File: config.mk
export PLATFORM = sky130hd
export DESIGN_NAME = outputPort
export DESIGN_NICKNAME = d
export VERILOG_FILES = /design/src/routerPkg.sv /design/src/flitSwitch.sv /design/src/outputPort.sv /design/src/portArbiter.sv /design/src/tenureTimer.sv
export VERILOG_INCLUDE_DIRS = /design/src
export SDC_FILE = /design/constraint.sdc
export NUM_CORES = 1
export LEC_CHECK = 0
export BUFFER_PORTS_ARGS = -buffer_cell sky130_fd_sc_hd__buf_2
export CORE_ASPECT_RATIO = 2
export CORE_MARGIN = 4
export CORE_UTILIZATION = 58
export DETAILED_ROUTE_END_ITERATION = 7
export GPL_TIMING_DRIVEN = 0
export PLACE_DENSITY_LB_ADDON = 0.3
export SYNTH_ARGS = -nofsm -noshare
export SYNTH_HDL_FRONTEND = slang
export SYNTH_HIERARCHICAL = 1
export SYNTH_SLANG_ARGS = --single-unit
File: constraint.sdc
create_clock -name clk -period 14.1 [get_ports clk]
set_clock_uncertainty 0.15 [all_clocks]
set_input_delay 1.41 -clock clk [delete_from_list [all_inputs] [get_ports clk]]
set_output_delay 1.41 -clock clk [all_outputs]
set_load 0.01 [all_outputs]
File: src/router_settings.svh
`ifndef ROUTER_SETTINGS_SVH
`define ROUTER_SETTINGS_SVH

// Port count of the router, Local North East West South
`define NUM_PORTS 5

// Flit payload width
`define FLIT_WIDTH 32

// Packet length carried on a header flit
`define LEN_WIDTH 12

`define FLIT_ID_WIDTH 3

// Flit id value that marks a header flit
`define HEAD_FLIT_ID 1

`endif

File: src/routerPkg.sv
`default_nettype none

`include "router_settings.svh"

package routerPkg;

  // Flit payload
  typedef logic [`FLIT_WIDTH-1:0] flitDataT;

  // Tenure limit, loaded from the packet length of a header flit
  typedef logic [`LEN_WIDTH-1:0] pktLenT;

  typedef logic [`FLIT_ID_WIDTH-1:0] flitIdT;

  // One bit per port, bit 0 is Local then North East West South
  typedef logic [`NUM_PORTS-1:0] portMaskT;

  // Arbiter states, GRANT_x holds the output for port x
  typedef enum logic [2:0]
  {
    IDLE,
    GRANT_L,
    GRANT_N,
    GRANT_E,
    GRANT_W,
    GRANT_S
  } arbStateT;

endpackage

`default_nettype wire

File: src/flitSwitch.sv
`default_nettype none

module flitSwitch
  import routerPkg::*;
(
  input  logic     clk,
  input  logic     rst,
  input  portMaskT grant,
  input  logic     lValid,
  input  logic     nValid,
  input  logic     eValid,
  input  logic     wValid,
  input  logic     sValid,
  input  flitIdT   lFlitId,
  input  flitIdT   nFlitId,
  input  flitIdT   eFlitId,
  input  flitIdT   wFlitId,
  input  flitIdT   sFlitId,
  input  flitDataT lData,
  input  flitDataT nData,
  input  flitDataT eData,
  input  flitDataT wData,
  input  flitDataT sData,
  output logic     outValid,
  output flitIdT   outFlitId,
  output flitDataT outData
);

  portMaskT valids;
  logic     accept;
  flitIdT   selId;
  flitDataT selData;

  assign valids = {sValid, wValid, eValid, nValid, lValid};
  assign accept = |(valids & grant);   // Flits of other ports are dropped

  // Grant is one-hot so the OR of masked inputs is the selection
  assign selId = ({$bits(flitIdT){grant[0]}} & lFlitId) | ({$bits(flitIdT){grant[1]}} & nFlitId)
               | ({$bits(flitIdT){grant[2]}} & eFlitId) | ({$bits(flitIdT){grant[3]}} & wFlitId)
               | ({$bits(flitIdT){grant[4]}} & sFlitId);

  always_comb
  begin
    selData = '0;
    if (grant[0]) selData = lData;
    else if (grant[1]) selData = nData;
    else if (grant[2]) selData = eData;
    else if (grant[3]) selData = wData;
    else if (grant[4]) selData = sData;
  end

  always_ff @(posedge clk)
  begin
    if (rst)
      outValid <= 1'b0;
    else
      outValid <= accept;
  end

  always_ff @(posedge clk)
  begin
    if (accept)
    begin
      outFlitId <= selId;
      outData   <= selData;
    end
  end

endmodule

`default_nettype wire

File: src/outputPort.sv
`default_nettype none

module outputPort
  import routerPkg::*;
(
  input  logic     clk,
  input  logic     rst,
  input  logic     lReq,
  input  logic     nReq,
  input  logic     eReq,
  input  logic     wReq,
  input  logic     sReq,
  input  logic     lValid,
  input  logic     nValid,
  input  logic     eValid,
  input  logic     wValid,
  input  logic     sValid,
  input  flitIdT   lFlitId,
  input  flitIdT   nFlitId,
  input  flitIdT   eFlitId,
  input  flitIdT   wFlitId,
  input  flitIdT   sFlitId,
  input  pktLenT   lLength,
  input  pktLenT   nLength,
  input  pktLenT   eLength,
  input  pktLenT   wLength,
  input  pktLenT   sLength,
  input  flitDataT lData,
  input  flitDataT nData,
  input  flitDataT eData,
  input  flitDataT wData,
  input  flitDataT sData,
  output portMaskT grant,
  output logic     outValid,
  output flitDataT outData,
  output flitIdT   outFlitId
);

  // Grant goes to the switch and out of the port
  portArbiter arbiter (
    .clk(clk), .rst(rst),
    .lReq(lReq), .nReq(nReq), .eReq(eReq), .wReq(wReq), .sReq(sReq),
    .lValid(lValid), .nValid(nValid), .eValid(eValid), .wValid(wValid), .sValid(sValid),
    .lFlitId(lFlitId), .nFlitId(nFlitId), .eFlitId(eFlitId),
    .wFlitId(wFlitId), .sFlitId(sFlitId),
    .lLength(lLength), .nLength(nLength), .eLength(eLength),
    .wLength(wLength), .sLength(sLength),
    .grant(grant)
  );

  flitSwitch switch (
    .clk(clk), .rst(rst), .grant(grant),
    .lValid(lValid), .nValid(nValid), .eValid(eValid), .wValid(wValid), .sValid(sValid),
    .lFlitId(lFlitId), .nFlitId(nFlitId), .eFlitId(eFlitId),
    .wFlitId(wFlitId), .sFlitId(sFlitId),
    .lData(lData), .nData(nData), .eData(eData), .wData(wData), .sData(sData),
    .outValid(outValid), .outFlitId(outFlitId), .outData(outData)
  );

endmodule

`default_nettype wire

File: src/portArbiter.sv
`default_nettype none

module portArbiter
  import routerPkg::*;
(
  input  logic     clk,
  input  logic     rst,
  input  logic     lReq,
  input  logic     nReq,
  input  logic     eReq,
  input  logic     wReq,
  input  logic     sReq,
  input  logic     lValid,
  input  logic     nValid,
  input  logic     eValid,
  input  logic     wValid,
  input  logic     sValid,
  input  flitIdT   lFlitId,
  input  flitIdT   nFlitId,
  input  flitIdT   eFlitId,
  input  flitIdT   wFlitId,
  input  flitIdT   sFlitId,
  input  pktLenT   lLength,
  input  pktLenT   nLength,
  input  pktLenT   eLength,
  input  pktLenT   wLength,
  input  pktLenT   sLength,
  output portMaskT grant
);

  arbStateT   state;
  arbStateT   nextState;
  portMaskT   req;
  portMaskT   runTimer;
  portMaskT   timesUp;
  logic [2:0] curIdx;   // Port index of the granted state

  // First requester found when scanning from port "first" with wrap
  function automatic arbStateT pickNext(portMaskT requests, int unsigned first);
    arbStateT    pick;
    int unsigned idx;
    pick = IDLE;
    for (int i = $bits(portMaskT) - 1; i >= 0; i--)
    begin
      idx = (first + i) % $bits(portMaskT);
      if (requests[idx])
        pick = arbStateT'(idx + 1);
    end
    return pick;
  endfunction

  assign req = {sReq, wReq, eReq, nReq, lReq};
  assign curIdx = 3'(state) - 3'd1;

  tenureTimer lTimer (
    .clk(clk), .rst(rst), .valid(lValid), .flitId(lFlitId), .length(lLength),
    .runTimer(runTimer[0]), .timesUp(timesUp[0])
  );

  tenureTimer nTimer (
    .clk(clk), .rst(rst), .valid(nValid), .flitId(nFlitId), .length(nLength),
    .runTimer(runTimer[1]), .timesUp(timesUp[1])
  );

  tenureTimer eTimer (
    .clk(clk), .rst(rst), .valid(eValid), .flitId(eFlitId), .length(eLength),
    .runTimer(runTimer[2]), .timesUp(timesUp[2])
  );

  tenureTimer wTimer (
    .clk(clk), .rst(rst), .valid(wValid), .flitId(wFlitId), .length(wLength),
    .runTimer(runTimer[3]), .timesUp(timesUp[3])
  );

  tenureTimer sTimer (
    .clk(clk), .rst(rst), .valid(sValid), .flitId(sFlitId), .length(sLength),
    .runTimer(runTimer[4]), .timesUp(timesUp[4])
  );

  always_ff @(posedge clk)
  begin
    if (rst)
      state <= IDLE;
    else
      state <= nextState;
  end

  always_comb
  begin
    runTimer = '0;
    if (state == IDLE || state > GRANT_S)
      nextState = pickNext(req, 0);   // Fixed order L N E W S
    else if (req[curIdx] && !timesUp[curIdx])
    begin
      // Granted port stays, its timer keeps running
      nextState = state;
      runTimer[curIdx] = 1'b1;
    end
    else
      nextState = pickNext(req, int'(curIdx) + 1);   // Rotate past current port
  end

  always_comb
  begin
    grant = '0;
    if (state != IDLE && state <= GRANT_S)
      grant[curIdx] = 1'b1;
  end

endmodule

`default_nettype wire

File: src/tenureTimer.sv
`default_nettype none

`include "router_settings.svh"

module tenureTimer
  import routerPkg::*;
(
  input  logic   clk,
  input  logic   rst,
  input  logic   valid,
  input  flitIdT flitId,
  input  pktLenT length,
  input  logic   runTimer,
  output logic   timesUp
);

  pktLenT limit;
  pktLenT count;
  logic   headFlit;

  assign headFlit = valid && (flitId == flitIdT'(`HEAD_FLIT_ID));

  // Limit stays until the next header flit on this port
  always_ff @(posedge clk)
  begin
    if (rst)
      limit <= '0;
    else if (headFlit)
      limit <= length;
  end

  // Counts the cycles the port keeps the grant
  always_ff @(posedge clk)
  begin
    if (rst)
      count <= '0;
    else if (runTimer)
      count <= count + 1'b1;
    else
      count <= '0;   // Port not holding
  end

  assign timesUp = (count == limit);

endmodule

`default_nettype wire

==> results of run 1 <==
-- cell type report --
type,count,area share
inverters,42,0.0120
flip-flops and latches,159,0.270
repair buffers,286,0.109
diodes,1,0.000191
clock buffers,17,0.0325
plain buffers,82,0.0283
well taps,216,0.0206
multi-input cells,1055,0.516
clock inverters,15,0.0113
-- path summary, 6_finish.rpt --
kind | end | slack [ps]
worst max-delay path | arbiter/state[2] | 5780
worst min-delay path | arbiter/lTimer/limit[7] | 320
worst max register to register | arbiter/state[2] | 5780
worst min register to register | arbiter/lTimer/limit[7] | 320
-- placed cells by master, fill, tap and decap left out, types with 13 or more instances in the layout --
cell type,netlist,layout
a21oi_1,157,157
a31oi_1,39,39
and2_1,19,19
buf_2,12,298
clkbuf_1,55,55
clkbuf_16,0,17
dfxtp_1,124,124
edfxtp_1,35,35
ha_1,42,42
inv_1,39,39
nand2_1,213,212
nand2b_1,13,13
nand3_1,29,29
nand3b_1,34,34
nand4_1,25,25
nor2_1,46,46
nor3_1,27,27
o21a_1,17,17
o21ai_0,41,41
o22ai_1,36,36
o31ai_1,25,25
or4_1,22,22
xnor2_1,79,79
-- sequential cells by signal, summed over array words and instances (netlist names) --
name                  cells
arbiter/eTimer/count     12
arbiter/eTimer/limit     12
arbiter/lTimer/count     12
arbiter/lTimer/limit     12
arbiter/nTimer/count     12
arbiter/nTimer/limit     12
arbiter/sTimer/count     12
arbiter/sTimer/limit     12
arbiter/state             3
arbiter/wTimer/count     12
arbiter/wTimer/limit     12
switch/outData           32
switch/outFlitId          3
switch/outValid           1
-- worst max-delay path, delay by kind of cell (launching register included) --
kind            cells  cell delay, ps
simple gates        7            1660
compound gates      6            1630
buf+inv             8            2350
flops               1             580
xor+xnor            1             170
fa+ha+maj           5            1500
mux                 1             200
-- power groups by stage --
stage	logic, mW	registers [mW]	clock network (mW)
finish	1.96	0.567	0.450
global route	2.12	0.570	0.471
CTS	1.90	0.567	0.452
detailed placement	1.89	0.576	0
global placement	1.86	0.577	0
floorplan	1.39	0.589	0
-- kinds of logic (layout without fill, tap and decap cells) --
logic type | count (synthesis) | after routing | synth area share
multiplexers | 20 | 20 | 0.0230
other | 0 | 1 | 0
adder cells (fa/ha/maj) | 43 | 43 | 0.0495
AND/OR/NAND/NOR | 501 | 501 | 0.245
flip-flops | 159 | 159 | 0.326
XOR/XNOR | 89 | 89 | 0.0751
AO/OA/AOI/OAI | 402 | 402 | 0.232
buffers and inverters | 124 | 442 | 0.0488
-- metal layers --
metal | vias to the layer above | GRT usage | wire [um]
met1 | 5483 | 0.355 | 12800
li1 | 5523 | - | -
met4 | 0 | 0.223 | 2640
met3 | 157 | 0.0610 | 2400
met2 | 579 | 0.660 | 20000
met5 | - | 0 | 0
-- Yosys cell counts, types with 19 or more instances --
cell	instances
a21oi_1	157
a31oi_1	39
and2_1	19
clkbuf_1	55
dfxtp_1	124
edfxtp_1	35
ha_1	42
inv_1	39
nand2_1	213
nand3_1	29
nand3b_1	34
nand4_1	25
nor2_1	46
nor3_1	27
o21ai_0	41
o22ai_1	36
o31ai_1	25
or4_1	22
xnor2_1	79
-- metrics by stage --
stage | power (mW) | utilization | worst slack, ps | hold slack, ps | area [um^2]
2_1_floorplan | 1.98 | - | 7720 | 293 | 10800
5_1_grt | 3.16 | 0.716 | 5020 | 337 | 13100
3_5_place_dp | 2.47 | 0.684 | 6010 | 310 | 12500
6_report | 2.97 | 0.716 | 5780 | 317 | 13100
4_1_cts | 2.92 | 0.716 | 5940 | 320 | 13100
3_3_place_gp | 2.44 | 0.684 | 6100 | 306 | 12500
==> impl_metrics.csv, run 1 <==
group,metric,value,unit
worst_setup_path,setup.worst_path.start,"arbiter/state[0]",
pwr,netSwitchingPower,1.45,mW
floorplan,die_area,0.0210,mm^2
clock_network,cts.sinks,159,
clock_network,cts_resized,0,
pwr,intPower,1.52,mW
timing,timing.final.crit_share,0.590,
synth,syn-num-nets,1627,
timing,worstMarginPinSlew,1140,ps
detailed_routing,num_vias,11700,
floorplan,pin_count,288,
synth,ys.flop_type,"dfxtp_1",
floorplan,rows,70,
floorplan,initial_core_util,0.591,
pwr,clockPowerShare,0.151,
synth,synth_edf_count,35,
clock_network,cts_hold_buf,0,
clock_network,cts_setup_buffers,0,
cells_and_area,register_area,0.00353,mm^2
grt,overflow,0,
min_path,hp-class,"reg -> reg",
pwr,p_leak,4.99,nW
timing,finalCriticalPeriod,8320,ps
worst_setup_path,crit_required,14330,ps
clock_network,root_buffer,"clkbuf_16",
worst_setup_path,endpoint_kind,"flop",
flow_run,cap_violations,0,
min_path,hp-start,"arbiter/lTimer/limit[7]",
floorplan,die_w,105,um
grt,grt_max_degree,36,
clock_network,clockBufferDepth,2,
timing,tns,0,ps
worst_setup_path,max_stage_delay,580,ps
synth,yosys.area.top_type_share,0.229,
synth,yosysUniqueCellTypes,85,
clock_network,cts_tree,"built",
clock_network,clk_pin_slew,70,ps
timing,rsz0062_at_grt,"false",
placed_design,dp_hpwl,30600,um
pwr,vdd_drop_max,0.154,mV
worst_setup_path,critPathSlowestCell,"dfxtp_1",
cells_and_area,finalNonFillerCells,1873,
cells_and_area,syn2layout_area_growth,21.1,%
detailed_routing,drcViolationCount,0,
synth,yosysWarnings,6,
clock_network,clk_latency,440,ps
synth,yosysTopAreaCell,"dfxtp_1",
worst_setup_path,critPathMaxFanout,14,
timing,relSlewSlack,0.235,
worst_setup_path,ff2ff_path_depth,28,
timing,clock.fmax,0.120,GHz
timing,hold_violations,0,
placed_design,gp_congestion,1.05,
floorplan,core-area,0.0183,mm^2
grt,grtUsageTotal,0.353,
detailed_routing,drt-wirelength-per-cell,20.2,um
pwr,powerDensity,227,mW/mm^2
synth,synth_area,0.0108,mm^2
clock_network,h-tree-depth,4,
cells_and_area,final_net_count,1932,
pwr,switching_share,0.488,
placed_design,place.port_buffers,286,
synth,seq_area_frac_synth,0.326,
synth,syn_inst,1338,
grt,antenna_found_initial,1,
worst_setup_path,r2r-start,"arbiter/state[0]",
timing,setup-violations-final,0,
synth,async_reset_ff_frac,0,
worst_setup_path,startpoint_type,"flop",
synth,ys_ff_latch,159,
detailed_routing,ant_nets,0,
detailed_routing,drt_iter0_drc,752,
worst_setup_path,crit_type,"reg -> reg",
grt,grt_pass1_wl,59500,um
cells_and_area,nFillCells,1556,
floorplan,fp.dieH,201,um
timing,final_max_slew_viol_count,0,
worst_setup_path,crit_top_cell,"ha_1",
synth,avgSynthCellArea,8.09,um^2
detailed_routing,vias_per_cell,6.27,
worst_setup_path,crit_arrival,8560,ps
min_path,hold-path-cell-count,2,
grt,grt_pass1_vias,11800,
cells_and_area,multi_input_area,0.00677,mm^2
pwr,power_frac_comb,0.658,
detailed_routing,finalWirelength,37900,um
placed_design,placedCellCount,1840,
clock_network,numCtsBuffers,17,
cells_and_area,drive_gt1_frac,0.236,
detailed_routing,drt_first_pass_iters,8,
synth,synthTopCellsByArea,"dfxtp_1 23%, edfxtp_1 9.7%, nand2_1 7.4%",
pwr,p_seq_frac,0.191,
outcome,outcome,"finished, final reports clean",
No activity file was read; power rests on OpenSTA's default activity.
==> run 2, diff against run 1 <==
--- a/config.mk
+++ b/config.mk
@@ -6,10 +6,11 @@
 export SDC_FILE = /design/constraint.sdc
 export NUM_CORES = 1
 export LEC_CHECK = 0
+export ABC_AREA = 1
 export BUFFER_PORTS_ARGS = -buffer_cell sky130_fd_sc_hd__buf_2
 export CORE_ASPECT_RATIO = 2
 export CORE_MARGIN = 4
-export CORE_UTILIZATION = 58
+export CORE_UTILIZATION = 50
 export DETAILED_ROUTE_END_ITERATION = 7
 export GPL_TIMING_DRIVEN = 0
 export PLACE_DENSITY_LB_ADDON = 0.3
==> constraint.sdc (replaced) <==
create_clock -name clk -period 7.3 [get_ports clk]
set_clock_uncertainty 0.15 [all_clocks]
set_input_delay 0.73 -clock clk [delete_from_list [all_inputs] [get_ports clk]]
set_output_delay 0.73 -clock clk [all_outputs]
set_load 0.01 [all_outputs]
==> impl_metrics.csv, run 2 <==
group,metric,value,unit
synth,synth_edf_count,35,
synth,ys.flop_type,"dfxtp_1",
grt,antenna_found_initial,2,
timing,tns,0,ps
placed_design,place.port_buffers,286,
synth,synth_fa_ha_area_frac,0.0434,
grt,use_met2,0.549,
cells_and_area,regMostFlops,"switch/outData",
synth,yosysUniqueCellTypes,56,
synth,synth_top_family_by_area,"simple AND/OR/NAND/NOR gates",
worst_setup_path,r2r_setup_slack,850,ps
grt,grt_pass1_vias,12700,
synth,avgSynthCellArea,6.40,um^2
min_path,hp-class,"reg -> reg",
clock_network,cts_setup_buffers,0,
outcome,outcome,"finished, final reports clean",
synth,synth_area,0.0121,mm^2
synth,seq_area_frac_synth,0.292,
synth,synth-compound-area-share,0.102,
worst_setup_path,critPathSlowestCell,"dfxtp_1",
timing,setup-violations-final,0,
clock_network,clk_latency,450,ps
detailed_routing,ant_nets,0,
worst_setup_path,crit_top_cell,"nand2_1",
clock_network,clk_pin_slew,60,ps
floorplan,pin_count,288,
pwr,p_leak,7.08,nW
synth,synthTopCellsByArea,"nand2_1 23%, dfxtp_1 20%, edfxtp_1 8.7%",
floorplan,fp.dieH,228,um
worst_setup_path,endpoint_kind,"flop",
grt,grt_use_met1,0.283,
cells_and_area,final_cell_mix,"745 x nand2_1, 301 x buf_2, 221 x inv_1, 166 x a21oi_1, 141 x nor2_1",
grt,grt_pass1_wl,62500,um
synth,yosysTopAreaCell,"nand2_1",
synth,syn-num-nets,2182,
grt,grtUsageTotal,0.291,
synth,synth_most_common_cell,"nand2_1",
synth,ys_ff_latch,159,
clock_network,cts_resized,0,
clock_network,cts.sinks,159,
worst_setup_path,crit_arrival,6590,ps
worst_setup_path,crit_type,"reg -> reg",
detailed_routing,finalWirelength,39500,um
clock_network,numCtsBuffers,17,
detailed_routing,num_vias,13000,
clock_network,cts_tree,"built",
placed_design,gp_congestion,0.966,
floorplan,die_w,118,um
detailed_routing,drt_iter0_drc,843,
pwr,powerDensity,466,mW/mm^2
synth,synthXorXnorAreaFrac,0.0307,
floorplan,core-area,0.0238,mm^2
floorplan,initial_core_util,0.508,
cells_and_area,drive_gt1_frac,0.227,
timing,timing.final.crit_share,0.883,
grt,top_usage_layer,"met2",
timing,relSlewSlack,0.531,
detailed_routing,drt_first_pass_iters,5,
timing,finalCriticalPeriod,6450,ps
synth,synth-simple-area-share,0.418,
clock_network,clockBufferDepth,2,
detailed_routing,drcViolationCount,0,
synth,synthMuxAreaShare,0,
timing,final_max_slew_viol_count,0,
grt,overflow,0,
timing,hold_violations,0,
cells_and_area,final_net_count,2488,
cells_and_area,final_common_cell,"nand2_1",
clock_network,cts_hold_buf,0,
clock_network,h-tree-depth,4,
floorplan,rows,80,
worst_setup_path,critPathMaxFanout,14,
synth,syn_inst,1893,
timing,clock.fmax,0.155,GHz
cells_and_area,syn2layout_area_growth,19.5,%
clock_network,root_buffer,"clkbuf_16",
cells_and_area,largest_reg_flops,32,
pwr,vdd_drop_max,0.453,mV
cells_and_area,fin_util,0.608,
placed_design,dp_hpwl,32800,um
synth,yosys.area.top_type_share,0.231,
worst_setup_path,crit_required,7450,ps
detailed_routing,vias_per_cell,5.22,
synth,ys_top_cells_by_count,"745 x nand2_1, 221 x inv_1, 166 x a21oi_1",
flow_run,cap_violations,0,
grt,use_met3,0.0605,
detailed_routing,drt-wirelength-per-cell,15.8,um
worst_setup_path,max_stage_delay,580,ps
synth,yosysWarnings,6,
grt,grt_max_degree,28,
floorplan,die_area,0.0269,mm^2
worst_setup_path,startpoint_type,"flop",
timing,worstMarginPinSlew,704,ps
timing,rsz0062_at_grt,"false",
synth,async_reset_ff_frac,0,
run 2: cell count changes after synthesis, sizes merged, moves of 23 or more:
cell,previous run,this run
nor2,46,168
nand2,213,781
nand3b,34,7
buf,22,45
o31ai,25,0
clkbuf,60,10
o22ai,36,3
xnor2,81,8
a31oi,40,6
xor2,8,31
inv,39,234
nand3,39,136
run 2: routing by layer:
metal / routed length, um / vias up
met2: 21000 / 547
met1: 13600 / 5812
met3: 2520 / 130
li1: - / 6549
met4: 2430 / 2
met5: 19 / -
run 2: where the power goes:
part | switching (mW) | leakage (nW) | internal [mW] | total (mW)
Clock | 0.374 | 0.262 | 0.473 | 0.847
Combinational | 3.14 | 5.47 | 1.67 | 4.81
Sequential | 0.0370 | 1.35 | 1.06 | 1.10
Total | 3.55 | 7.08 | 3.20 | 6.75
run 2: path summary, 6_finish.rpt:
kind,from,endpoint,cells past startpoint
setup reg to reg,arbiter/state[0],arbiter/state[0],35
setup / recovery,arbiter/state[0],arbiter/state[0],35
hold / removal,arbiter/eTimer/limit[10],arbiter/eTimer/limit[10],2
hold reg to reg,arbiter/eTimer/limit[10],arbiter/eTimer/limit[10],2
run 2: layout make-up:
| type | instances | area, um^2 |
|---|---|---|
| clock inverter | 7 | 51.3 |
| antenna | 1 | 2.50 |
| sequential | 159 | 3530 |
| inverter | 238 | 906 |
| tap | 287 | 359 |
| multi-input combinational | 1439 | 7210 |
| clock buffer | 24 | 493 |
| buffer | 57 | 470 |
| fill | 2317 | 9350 |
| timing repair buffer | 287 | 1450 |
run 2: cells by family (layout without fill, tap and decap cells):
kind of cell	after synthesis	after routing
buf+inv	295	613
compound gates	228	228
fa+ha+maj	42	42
simple gates	1130	1130
other cells	0	1
xor+xnor	39	39
flops	159	159
run 2: stage by stage:
| step | power (mW) | cell area (um^2) | hold slack (ps) | instances | setup WS (ps) |
|---|---|---|---|---|---|
| 3_3_place_gp | 5.70 | 13900 | 313 | 2466 | 1120 |
| 6_report | 6.75 | 14500 | 328 | 2499 | 855 |
| 4_1_cts | 6.73 | 14500 | 330 | 2498 | 966 |
| 2_1_floorplan | 4.76 | 12100 | 291 | 1893 | 2190 |
| 3_5_place_dp | 5.85 | 13900 | 319 | 2467 | 996 |
| 5_1_grt | 7.43 | 14500 | 355 | 2499 | 304 |
run 2: critical path: cells and delay by family, from the launching register on:
family,cells,cell delay (ps)
buf+inv,8,1240
flops,1,580
xor+xnor,2,500
compound gates,4,740
fa+ha+maj,4,1230
simple gates,17,1830
